File: src/verilog/dac_ctrl_pkg.sv
package dac_ctrl_pkg;

  // Opcode in bits 31:30 of a command word
  typedef enum logic [1:0] {
    CMD_NOP     = 2'd0, // Delay or trigger wait
    CMD_DAC_WR  = 2'd1, // Write all eight channels, four pair words follow
    CMD_SET_CAL = 2'd2, // Load one calibration register
    CMD_CANCEL  = 2'd3  // End a wait without ldac
  } cmd_op_e;

  typedef logic [2:0]         dac_chan_t;
  typedef logic [15:0]        dac_code_t; // Offset coded, 32767 is zero
  typedef logic signed [15:0] cal_val_t;
  typedef logic [14:0]        abs_val_t;  // Magnitude of a signed DAC value
  typedef logic [25:0]        delay_t;

  typedef struct packed {
    cmd_op_e     op;
    logic        trig;    // Wait for trigger instead of delay
    logic        cont;    // Another command must follow
    logic        ldac;    // Pulse ldac when the command ends
    logic        spare;
    logic [25:0] payload; // Delay count, or channel 18:16 and value 15:0 for SET_CAL
  } cmd_word_t;

  // Calibration register write
  typedef struct packed {
    logic      valid;
    dac_chan_t chan;
    cal_val_t  value;
  } cal_wr_t;

  // One signed calibration value per channel, channel 7 on top
  typedef cal_val_t [7:0] cal_table_t;

  // AD5676 style 24-bit SPI word
  typedef struct packed {
    logic [3:0] cmd;
    logic       zero;
    dac_chan_t  chan;
    dac_code_t  value;
  } spi_frame_t;

  localparam logic [3:0] SPI_CMD_REG_WRITE = 4'b0001; // Write input register, wait for ldac
  localparam int         SPI_FRAME_BITS    = 24;
  localparam dac_code_t  DAC_MID           = 16'd32767; // Offset code of zero

  typedef enum logic [2:0] {
    S_IDLE,
    S_DELAY,
    S_TRIG_WAIT,
    S_DAC_WR,
    S_ERROR // Left only by reset
  } seq_state_e;

endpackage

File: src/verilog/cal_table.sv
`timescale 1ns/1ps

module cal_table #(
  parameter int ABS_CAL_MAX = 4096 // Largest calibration magnitude
) (
  input  logic                     clk,
  input  logic                     resetn,
  input  dac_ctrl_pkg::cal_wr_t    cal_wr,
  output dac_ctrl_pkg::cal_table_t cal_vals,
  output logic                     cal_oob
);
  import dac_ctrl_pkg::*;

  logic in_bound;

  // Signed compare against +/- ABS_CAL_MAX
  assign in_bound = (int'(cal_wr.value) <= ABS_CAL_MAX)
                    && (int'(cal_wr.value) >= -ABS_CAL_MAX);

  // Kept through the error state, only reset clears it
  always_ff @(posedge clk) begin
    if (!resetn) begin
      cal_vals <= '0;
      cal_oob  <= 1'b0;
    end else if (cal_wr.valid) begin
      if (in_bound) begin
        cal_vals[cal_wr.chan] <= cal_wr.value;
      end else begin
        cal_oob <= 1'b1; // Rejected value, table unchanged
      end
    end
  end

endmodule

File: src/verilog/cmd_sequencer.sv
`timescale 1ns/1ps

module cmd_sequencer (
  input  logic                    clk,
  input  logic                    resetn,
  input  dac_ctrl_pkg::cmd_word_t cmd_word,
  input  logic                    cmd_buf_empty,
  input  logic                    trigger,
  input  logic                    ldac_shared,
  input  logic                    pair_req,
  input  logic                    dac_wr_done,
  input  logic                    cal_oob,
  input  logic                    dac_val_oob,
  output logic                    cmd_word_rd_en,
  output logic                    dac_wr_start,
  output dac_ctrl_pkg::cal_wr_t   cal_wr,
  output logic                    in_error,
  output logic                    waiting_for_trig,
  output logic                    ldac,
  output logic                    cmd_buf_underflow,
  output logic                    unexp_trig
);
  import dac_ctrl_pkg::*;

  seq_state_e state;
  seq_state_e next_cmd_state;
  delay_t     delay_timer;
  logic       do_ldac;     // Latched command bits
  logic       wait_trig;
  logic       expect_next;
  logic       word_ok;
  logic       is_wait_cmd; // NOP or DAC_WR, the commands that carry flags
  logic       cancel_wait;
  logic       cmd_done;
  logic       next_cmd;
  logic       underflow;
  logic       bad_trig;
  logic       error;

  assign word_ok     = !cmd_buf_empty;
  assign is_wait_cmd = (cmd_word.op == CMD_NOP) || (cmd_word.op == CMD_DAC_WR);

  // A cancel word cuts a delay, a trigger wait or a finished write short
  assign cancel_wait = (state == S_DELAY || state == S_TRIG_WAIT
                        || (state == S_DAC_WR && dac_wr_done))
                       && word_ok && cmd_word.op == CMD_CANCEL;

  assign cmd_done = (state == S_IDLE && word_ok)
                    || (state == S_DELAY && delay_timer == '0)
                    || (state == S_TRIG_WAIT && trigger)
                    || (state == S_DAC_WR && dac_wr_done && !wait_trig && delay_timer == '0);
  assign next_cmd = cmd_done && word_ok; // Word accepted this cycle

  // Where the word at the head of the buffer takes us
  always_comb begin
    if (!word_ok) begin
      next_cmd_state = expect_next ? S_ERROR : S_IDLE;
    end else begin
      case (cmd_word.op)
        CMD_NOP:    next_cmd_state = cmd_word.trig ? S_TRIG_WAIT : S_DELAY;
        CMD_DAC_WR: next_cmd_state = S_DAC_WR;
        default:    next_cmd_state = S_IDLE; // SET_CAL and CANCEL finish at once
      endcase
    end
  end

  // Error sources
  assign underflow = ((cmd_done && expect_next) || pair_req) && cmd_buf_empty;
  assign bad_trig  = (state != S_TRIG_WAIT && trigger) || (state == S_DAC_WR && ldac_shared);
  assign error     = underflow || bad_trig || cal_oob || dac_val_oob;

  always_ff @(posedge clk) begin
    if (!resetn) state <= S_IDLE;
    else if (error) state <= S_ERROR;
    else if (cancel_wait) state <= S_IDLE;
    else if (cmd_done) state <= next_cmd_state;
    else if (state == S_DAC_WR && dac_wr_done) state <= wait_trig ? S_TRIG_WAIT : S_DELAY;
  end

  // Command bits, cleared by anything but NOP or DAC_WR
  always_ff @(posedge clk) begin
    if (!resetn || in_error) begin
      do_ldac     <= 1'b0;
      wait_trig   <= 1'b0;
      expect_next <= 1'b0;
    end else if (next_cmd || cancel_wait) begin
      do_ldac     <= is_wait_cmd && cmd_word.ldac;
      wait_trig   <= is_wait_cmd && cmd_word.trig;
      expect_next <= is_wait_cmd && cmd_word.cont;
    end
  end

  // Delay counts down from the accept cycle, also during a DAC write
  always_ff @(posedge clk) begin
    if (!resetn || in_error) begin
      delay_timer <= '0;
    end else if (next_cmd && is_wait_cmd && !cmd_word.trig) begin
      delay_timer <= cmd_word.payload;
    end else if (delay_timer != '0) begin
      delay_timer <= delay_timer - 1'b1;
    end
  end

  // One cycle load pulse after the command ends, never from IDLE or a cancel
  always_ff @(posedge clk) begin
    if (!resetn || in_error) ldac <= 1'b0;
    else ldac <= cmd_done && do_ldac && state != S_IDLE && !cancel_wait && !error;
  end

  // Sticky flags
  always_ff @(posedge clk) begin
    if (!resetn) begin
      unexp_trig        <= 1'b0;
      cmd_buf_underflow <= 1'b0;
    end else begin
      if (bad_trig) unexp_trig <= 1'b1; // Stray trigger or shared ldac mid write
      if (underflow) cmd_buf_underflow <= 1'b1;
    end
  end

  assign cmd_word_rd_en   = !in_error && word_ok && (pair_req || cmd_done || cancel_wait);
  assign dac_wr_start     = next_cmd && cmd_word.op == CMD_DAC_WR && !error;
  assign cal_wr.valid     = next_cmd && cmd_word.op == CMD_SET_CAL;
  assign cal_wr.chan      = cmd_word.payload[18:16];
  assign cal_wr.value     = cmd_word.payload[15:0];
  assign in_error         = (state == S_ERROR);
  assign waiting_for_trig = (state == S_TRIG_WAIT);

endmodule

File: src/verilog/dac_ctrl_top.sv
`timescale 1ns/1ps

module dac_ctrl_top #(
  parameter int ABS_CAL_MAX    = 4096, // Calibration bound
  parameter int CS_HIGH_CYCLES = 18    // SPI chip-select spacing
) (
  input  logic                         clk,
  input  logic                         resetn,
  input  dac_ctrl_pkg::cmd_word_t      cmd_word,
  input  logic                         cmd_buf_empty,
  output logic                         cmd_word_rd_en,
  input  logic                         trigger,
  input  logic                         ldac_shared,
  output logic                         waiting_for_trig,
  output logic                         cmd_buf_underflow,
  output logic                         unexp_trig,
  output logic                         cal_oob,
  output logic                         dac_val_oob,
  output dac_ctrl_pkg::abs_val_t [7:0] abs_dac_val_concat, // Channel 7 on top
  output logic                         n_cs,
  output logic                         mosi,
  output logic                         ldac
);
  import dac_ctrl_pkg::*;

  logic           in_error;
  logic           dac_wr_start;
  logic           pair_req;
  logic           dac_wr_done;
  logic           frames_load;
  logic           frame_done;
  cal_wr_t        cal_wr;
  cal_table_t     cal_vals;
  spi_frame_t     frame_a;
  spi_frame_t     frame_b;
  abs_val_t [7:0] abs_vals;

  cmd_sequencer cmd_sequencer_i (
    .clk               (clk),
    .resetn            (resetn),
    .cmd_word          (cmd_word),
    .cmd_buf_empty     (cmd_buf_empty),
    .trigger           (trigger),
    .ldac_shared       (ldac_shared),
    .pair_req          (pair_req),
    .dac_wr_done       (dac_wr_done),
    .cal_oob           (cal_oob),
    .dac_val_oob       (dac_val_oob),
    .cmd_word_rd_en    (cmd_word_rd_en),
    .dac_wr_start      (dac_wr_start),
    .cal_wr            (cal_wr),
    .in_error          (in_error),
    .waiting_for_trig  (waiting_for_trig),
    .ldac              (ldac),
    .cmd_buf_underflow (cmd_buf_underflow),
    .unexp_trig        (unexp_trig)
  );

  cal_table #(
    .ABS_CAL_MAX (ABS_CAL_MAX)
  ) cal_table_i (
    .clk      (clk),
    .resetn   (resetn),
    .cal_wr   (cal_wr),
    .cal_vals (cal_vals),
    .cal_oob  (cal_oob)
  );

  dac_value_pipe dac_value_pipe_i (
    .clk           (clk),
    .resetn        (resetn),
    .in_error      (in_error),
    .cmd_word      (cmd_word), // Pair words come through the same port
    .cmd_buf_empty (cmd_buf_empty),
    .dac_wr_start  (dac_wr_start),
    .cal_vals      (cal_vals),
    .frame_done    (frame_done),
    .pair_req      (pair_req),
    .frames_load   (frames_load),
    .frame_a       (frame_a),
    .frame_b       (frame_b),
    .dac_wr_done   (dac_wr_done),
    .abs_vals      (abs_vals),
    .dac_val_oob   (dac_val_oob)
  );

  dac_spi_tx #(
    .CS_HIGH_CYCLES (CS_HIGH_CYCLES)
  ) dac_spi_tx_i (
    .clk         (clk),
    .resetn      (resetn),
    .in_error    (in_error),
    .frames_load (frames_load),
    .frame_a     (frame_a),
    .frame_b     (frame_b),
    .n_cs        (n_cs),
    .mosi        (mosi),
    .frame_done  (frame_done)
  );

  // Snapshot of the loaded values, follows ldac by one cycle
  always_ff @(posedge clk) begin
    if (!resetn || in_error) abs_dac_val_concat <= '0;
    else if (ldac) abs_dac_val_concat <= abs_vals;
  end

endmodule

File: src/verilog/dac_spi_tx.sv
`timescale 1ns/1ps

module dac_spi_tx #(
  parameter int CS_HIGH_CYCLES = 18 // Extra n_cs high cycles between frames
) (
  input  logic                     clk,
  input  logic                     resetn,
  input  logic                     in_error,
  input  logic                     frames_load,
  input  dac_ctrl_pkg::spi_frame_t frame_a,
  input  dac_ctrl_pkg::spi_frame_t frame_b,
  output logic                     n_cs,
  output logic                     mosi,
  output logic                     frame_done
);
  import dac_ctrl_pkg::*;

  localparam int TIMER_W = $clog2(CS_HIGH_CYCLES + 2);
  localparam int BIT_W   = $clog2(SPI_FRAME_BITS);

  logic [TIMER_W-1:0]          cs_timer;
  logic                        gap;       // Chip-select spacing running
  logic                        second;    // frame_b still waiting
  logic [BIT_W-1:0]            bit_cnt;   // Bits left after the current one
  logic [2*SPI_FRAME_BITS-1:0] shift_reg; // frame_a then frame_b, MSB first
  logic                        start_gap;
  logic                        gap_end;
  logic                        frame_end;

  assign start_gap = frames_load || (frame_end && second);
  assign gap_end   = gap && cs_timer == '0;
  assign frame_end = !n_cs && bit_cnt == '0; // Last bit on the wire
  assign mosi      = shift_reg[2*SPI_FRAME_BITS-1];

  always_ff @(posedge clk) begin
    if (!resetn || in_error) begin
      cs_timer   <= '0;
      gap        <= 1'b0;
      second     <= 1'b0;
      n_cs       <= 1'b1;
      bit_cnt    <= '0;
      frame_done <= 1'b0;
    end else begin
      frame_done <= frame_end;
      // n_cs high CS_HIGH_CYCLES+1 cycles before each frame
      if (start_gap) begin
        gap      <= 1'b1;
        cs_timer <= TIMER_W'(CS_HIGH_CYCLES);
        second   <= frames_load;
      end else if (gap_end) begin
        gap <= 1'b0;
      end else if (gap) begin
        cs_timer <= cs_timer - 1'b1;
      end
      // 24 cycles low per frame
      if (gap_end && !start_gap) begin
        n_cs    <= 1'b0;
        bit_cnt <= BIT_W'(SPI_FRAME_BITS - 1);
      end else if (frame_end) begin
        n_cs <= 1'b1;
      end else if (!n_cs) begin
        bit_cnt <= bit_cnt - 1'b1;
      end
    end
  end

  // Shift on every low cycle, the last shift brings frame_b up
  always_ff @(posedge clk) begin
    if (!resetn) shift_reg <= '0;
    else if (frames_load) shift_reg <= {frame_a, frame_b};
    else if (!n_cs) shift_reg <= shift_reg << 1;
  end

endmodule

File: src/verilog/dac_value_pipe.sv
`timescale 1ns/1ps

module dac_value_pipe (
  input  logic                     clk,
  input  logic                     resetn,
  input  logic                     in_error,
  input  dac_ctrl_pkg::cmd_word_t  cmd_word,
  input  logic                     cmd_buf_empty,
  input  logic                     dac_wr_start,
  input  dac_ctrl_pkg::cal_table_t cal_vals,
  input  logic                     frame_done,
  output logic                     pair_req,
  output logic                     frames_load,
  output dac_ctrl_pkg::spi_frame_t frame_a,
  output dac_ctrl_pkg::spi_frame_t frame_b,
  output logic                     dac_wr_done,
  output dac_ctrl_pkg::abs_val_t [7:0] abs_vals,
  output logic                     dac_val_oob
);
  import dac_ctrl_pkg::*;

  dac_chan_t          chan;   // Channel of the frame on the wire
  dac_chan_t          chan_a; // Even channel of the pair in flight
  dac_chan_t          chan_b;
  dac_code_t          raw_a;
  dac_code_t          raw_b;
  logic               raw_bad;
  logic               sum_bad;
  logic               load_v; // Stage valids
  logic               cal_v;
  logic signed [15:0] sig_a;
  logic signed [15:0] sig_b;
  logic signed [16:0] sum_a;  // Extra bit so overflow is visible
  logic signed [16:0] sum_b;

  function automatic abs_val_t to_abs(input logic signed [16:0] v);
    logic signed [16:0] mag;
    mag = (v < 0) ? -v : v;
    return mag[14:0];
  endfunction

  function automatic logic out_of_range(input logic signed [16:0] v);
    return (v > 17'sd32767) || (v < -17'sd32767);
  endfunction

  // Back to offset code
  function automatic dac_code_t to_offset(input logic signed [16:0] v);
    logic signed [16:0] off;
    off = v + 17'sd32767;
    return off[15:0];
  endfunction

  assign chan_a  = {chan[2:1], 1'b0};
  assign chan_b  = {chan[2:1], 1'b1};
  assign raw_a   = cmd_word[15:0];  // Low half is the even channel
  assign raw_b   = cmd_word[31:16];
  assign raw_bad = (raw_a == 16'hFFFF) || (raw_b == 16'hFFFF); // Not a legal code
  assign sum_bad = out_of_range(sum_a) || out_of_range(sum_b);

  always_ff @(posedge clk) begin
    if (!resetn || in_error) begin
      chan        <= '0;
      pair_req    <= 1'b0;
      load_v      <= 1'b0;
      cal_v       <= 1'b0;
      frames_load <= 1'b0;
      dac_wr_done <= 1'b0;
    end else begin
      if (dac_wr_start) chan <= '0;
      else if (frame_done) chan <= chan + 1'b1;
      // Next pair after each odd frame, none after channel 7
      pair_req    <= dac_wr_start || (frame_done && chan[0] && chan != 3'd7);
      load_v      <= pair_req && !cmd_buf_empty && !raw_bad;
      cal_v       <= load_v;
      frames_load <= cal_v && !sum_bad;
      dac_wr_done <= frame_done && chan == 3'd7;
    end
  end

  // Load, calibrate, frame
  always_ff @(posedge clk) begin
    if (pair_req) begin
      sig_a <= raw_a - DAC_MID;
      sig_b <= raw_b - DAC_MID;
    end
    if (load_v) begin
      sum_a <= sig_a + $signed(cal_vals[chan_a]);
      sum_b <= sig_b + $signed(cal_vals[chan_b]);
    end
    if (cal_v) begin
      frame_a <= '{cmd: SPI_CMD_REG_WRITE, zero: 1'b0, chan: chan_a, value: to_offset(sum_a)};
      frame_b <= '{cmd: SPI_CMD_REG_WRITE, zero: 1'b0, chan: chan_b, value: to_offset(sum_b)};
    end
  end

  // Magnitudes, picked up by the top level after ldac
  always_ff @(posedge clk) begin
    if (!resetn) begin
      abs_vals <= '0;
    end else if (cal_v && !sum_bad) begin
      abs_vals[chan_a] <= to_abs(sum_a);
      abs_vals[chan_b] <= to_abs(sum_b);
    end
  end

  always_ff @(posedge clk) begin
    if (!resetn) dac_val_oob <= 1'b0;
    else if ((pair_req && !cmd_buf_empty && raw_bad) || (cal_v && sum_bad)) dac_val_oob <= 1'b1;
  end

endmodule
File: config.mk
export PLATFORM = sky130hd
export DESIGN_NAME = dac_ctrl_top
export DESIGN_NICKNAME = d
export VERILOG_FILES = /design/src/verilog/dac_ctrl_pkg.sv /design/src/verilog/cal_table.sv /design/src/verilog/cmd_sequencer.sv /design/src/verilog/dac_ctrl_top.sv /design/src/verilog/dac_spi_tx.sv /design/src/verilog/dac_value_pipe.sv
export SDC_FILE = /design/constraint.sdc
export NUM_CORES = 1
export LEC_CHECK = 0
export ABC_AREA = 1
export BUFFER_PORTS_ARGS = -buffer_cell sky130_fd_sc_hd__buf_2
export CAP_MARGIN = 20
export CORE_MARGIN = 1.5
export CORE_UTILIZATION = 40
export DETAILED_ROUTE_END_ITERATION = 10
export GPL_TIMING_DRIVEN = 0
export HOLD_SLACK_MARGIN = 0.1
export SLEW_MARGIN = 20
export SYNTH_ARGS = -nofsm -noshare
export SYNTH_HDL_FRONTEND = slang
export SYNTH_SLANG_ARGS = --single-unit
File: constraint.sdc
create_clock -name clk -period 3.4 [get_ports clk]
set_input_delay 0.17 -clock clk [delete_from_list [all_inputs] [get_ports clk]]
set_output_delay 0.17 -clock clk [all_outputs]
set_load 0.005 [all_outputs]
==> results.json <==
{
  "power_density_nw_per_um2": 543.1,
  "ant_nets": 0,
  "vdd.ir_drop.worst_v": 0.0004772,
  "dieArea_sq_um": 65610,
  "hold_class": "in -> reg",
  "synth.distinct_cells": 51,
  "ctsRootBufferMaster": "clkbuf_16",
  "layout_setup_ws_ns": 0.1677,
  "antenna_found_initial": 2,
  "worstPathMaxFanout": 10,
  "slew-limit-headroom_pct": 24.14,
  "wl_per_cell_microns": 17.49,
  "critPathLaunchType": "flop",
  "cp_slowest_stage_delay_ns": 0.44,
  "crit_family": "buffers and inverters",
  "core_area_sq_um": 63200,
  "drtPass1Iterations": 7,
  "worst-path-buf-inv": 4,
  "syn_area_sq_um": 25630,
  "track_usage_pct": 23.74,
  "placed_cells": 4386,
  "end_kind": "flop",
  "power_mw": 16.47,
  "stdcell_area_sq_um": 30330,
  "hold_violations": 0,
  "rsz0062_at_grt": "yes",
  "tns_ns": 0,
  "layout_min_cycle_time_ns": 3.232,
  "io_pins": 166,
  "top_register": "cal_table_i.cal_vals",
  "wirelength_microns": 79570,
  "grt_first_pass_wirelength_microns": 121300,
  "worstPathArrival_ns": 3.59,
  "gp_congestion": 0.9211,
  "cts_buffer_depth": 3,
  "path_cells": "inv_1 -> nand2_1 -> inv_4 -> clkbuf_4 -> a22oi_1 -> nand3_1 -> ha_1 -> inv_1 -> fa_1 -> o21ai_2 -> nand4_1 -> o2111ai_1 -> nand3_1 -> nor2_1 -> a21oi_1",
  "via_per_inst": 5.045,
  "cp_slowest_cell": "fa_1",
  "path_class": "reg -> reg",
  "synth-seq-cells": 575,
  "synth_nets": 3457,
  "largest_register_ffs": 128,
  "layout_common_cells": "nand2_1 (832), nor2_1 (615), dfxtp_1 (470), inv_1 (207), a21oi_1 (197)",
  "synth.area.top_cells": "dfxtp_1 (37%), nand2_1 (12%), edfxtp_1 (12%)",
  "die_x_microns": 256.1,
  "nets": 3736,
  "portBuffers": 163,
  "grt_max_degree": 36,
  "drc_errors": 0,
  "n_antenna_cell": 0,
  "worstMarginPinSlew_ns": 1.126,
  "ys_async_sr_fraction_pct": 0,
  "drive_above_1_share_pct": 10.42,
  "status": "complete, no violations",
  "synth_top_area_share_pct": 37.10,
  "clock_skew_ns": 0.03300,
  "clk_pin_slew_ns": 0.06,
  "period_share_pct": 95.07,
  "top_regs": "cal_table_i.cal_vals: 128 flops, abs_dac_val_concat: 120 flops, dac_value_pipe_i.abs_vals: 120 flops",
  "initial_core_util_pct": 40.56,
  "finalMaxSlewViolations": 0,
  "final_cells": 4549,
  "drv_cap": 0,
  "cts_max_level": 3,
  "cts_made_buffers": 66,
  "cts_sinks": 575,
  "leakagePower_nw": 12.62,
  "critPathRequiredTime_ns": 3.76,
  "grt_pass1_vias": 21260,
  "num_rows": 92,
  "placed_area_sq_um": 27550,
  "synth.yosys.seq_area_share_pct": 48.81,
  "synthToLayoutAreaGrowth_pct": 18.30,
  "final_common_cell": "nand2_1",
  "initialDrtViolationCount": 2027,
  "fmax_mhz": 309.4,
  "netlist_instances": 3374,
  "gr-total-overflow": 0,
  "post-dp-hpwl_microns": 58520,
  "setup_viol": 0,
  "cts_tree": "done",
  "ys_warn_count": 0,
  "insertion_delay_ns": 0.62,
  "synth.largest_area_cell": "dfxtp_1",
  "synth-edff-count": 100,
  "synthFlopType": "dfxtp_1",
  "avgSynthCellArea_sq_um": 7.597,
  "num_vias": 22950,
  "die_h_microns": 256.1,
  "pre_cts_ws_ns": -1.460,
  "nFillCells": 6333
}
path summary, 6_finish.rpt:
kind / startpoint / cells past startpoint / endpoint / slack, ns
min reg2reg: cmd_sequencer_i.unexp_trig / 2 / cmd_sequencer_i.unexp_trig / 0.44
min: ldac_shared / 9 / cmd_sequencer_i.state[2] / 0.17
max reg2reg: dac_value_pipe_i.chan[2] / 15 / dac_value_pipe_i.sum_b[16] / 0.17
max: dac_value_pipe_i.chan[2] / 15 / dac_value_pipe_i.sum_b[16] / 0.17
cells in the mapped netlist, types with 10 or more instances:
cell	number
xnor2_1	23
edfxtp_1	100
a21oi_1	197
ha_1	44
buf_1	19
clkinv_1	14
clkbuf_1	130
buf_2	31
nor2_1	617
a22oi_1	46
nand2_1	832
nor3_1	27
inv_1	207
o21ai_0	81
nand3_1	196
nand4_1	137
o221ai_1	15
nor2_2	17
xor2_1	78
nor2_4	10
dfxtp_1	475
through the flow:
stage / hold slack [ns] / utilization (%)
2_1_floorplan: 0.2485 / -
3_3_place_gp: 0.4407 / 43.53
3_5_place_dp: 0.4397 / 43.60
4_1_cts: 0.1238 / 47.92
5_1_grt: 0.2370 / 47.99
6_report: 0.1710 / 47.99
layer usage:
layer,routed length [microns],vias up,global-route usage (%)
li1,-,11570,-
met1,35770,10540,32.03
met2,36010,674,38.05
met3,4612,166,3.624
met4,3154,2,9.500
met5,12,-,0
final cells by class:
cell class	instances	area, sq um	area share [%]
Clock buffer	93	1873	6.177
Tap cell	846	1059	3.491
Multi-Input combinational cell	2384	11510	37.96
Timing Repair Buffer	212	1304	4.299
Inverter	227	858.3	2.830
Buffer	187	843.3	2.781
Sequential cell	575	12520	41.29
Clock inverter	25	356.6	1.176
tightest hold or removal path: cells and delay by family:
family	cells	cell delay, ns
compound gates	1	0.09
buf+inv	3	0.15
simple gates	5	0.34
power by group:
part	internal, mW	switching [mW]
combinational	0.731	1.33
sequential	7.05	0.0979
clock	4.34	2.92
cell families (layout without fill, tap and decap cells):
| kind of cell | count (synthesis) | in the layout | synth area share (%) |
|---|---|---|---|
| fa+ha+maj | 46 | 46 | 2.304 |
| flops | 575 | 575 | 48.81 |
| simple gates | 1862 | 1862 | 30.62 |
| buf+inv | 415 | 744 | 6.463 |
| compound gates | 374 | 374 | 8.308 |
| xor+xnor | 101 | 101 | 3.451 |
| mux | 1 | 1 | 0.03905 |
what timing repair did:
item,in CTS,in global routing
gates resized for setup,30,16
hold buffers,40,0
cloned,0,0
endpoints found under the setup margin,32,10
pin swaps,2,1
hold endpoints to repair,67,0
setup buffers,4,2
(Power assumes the default switching activity.)
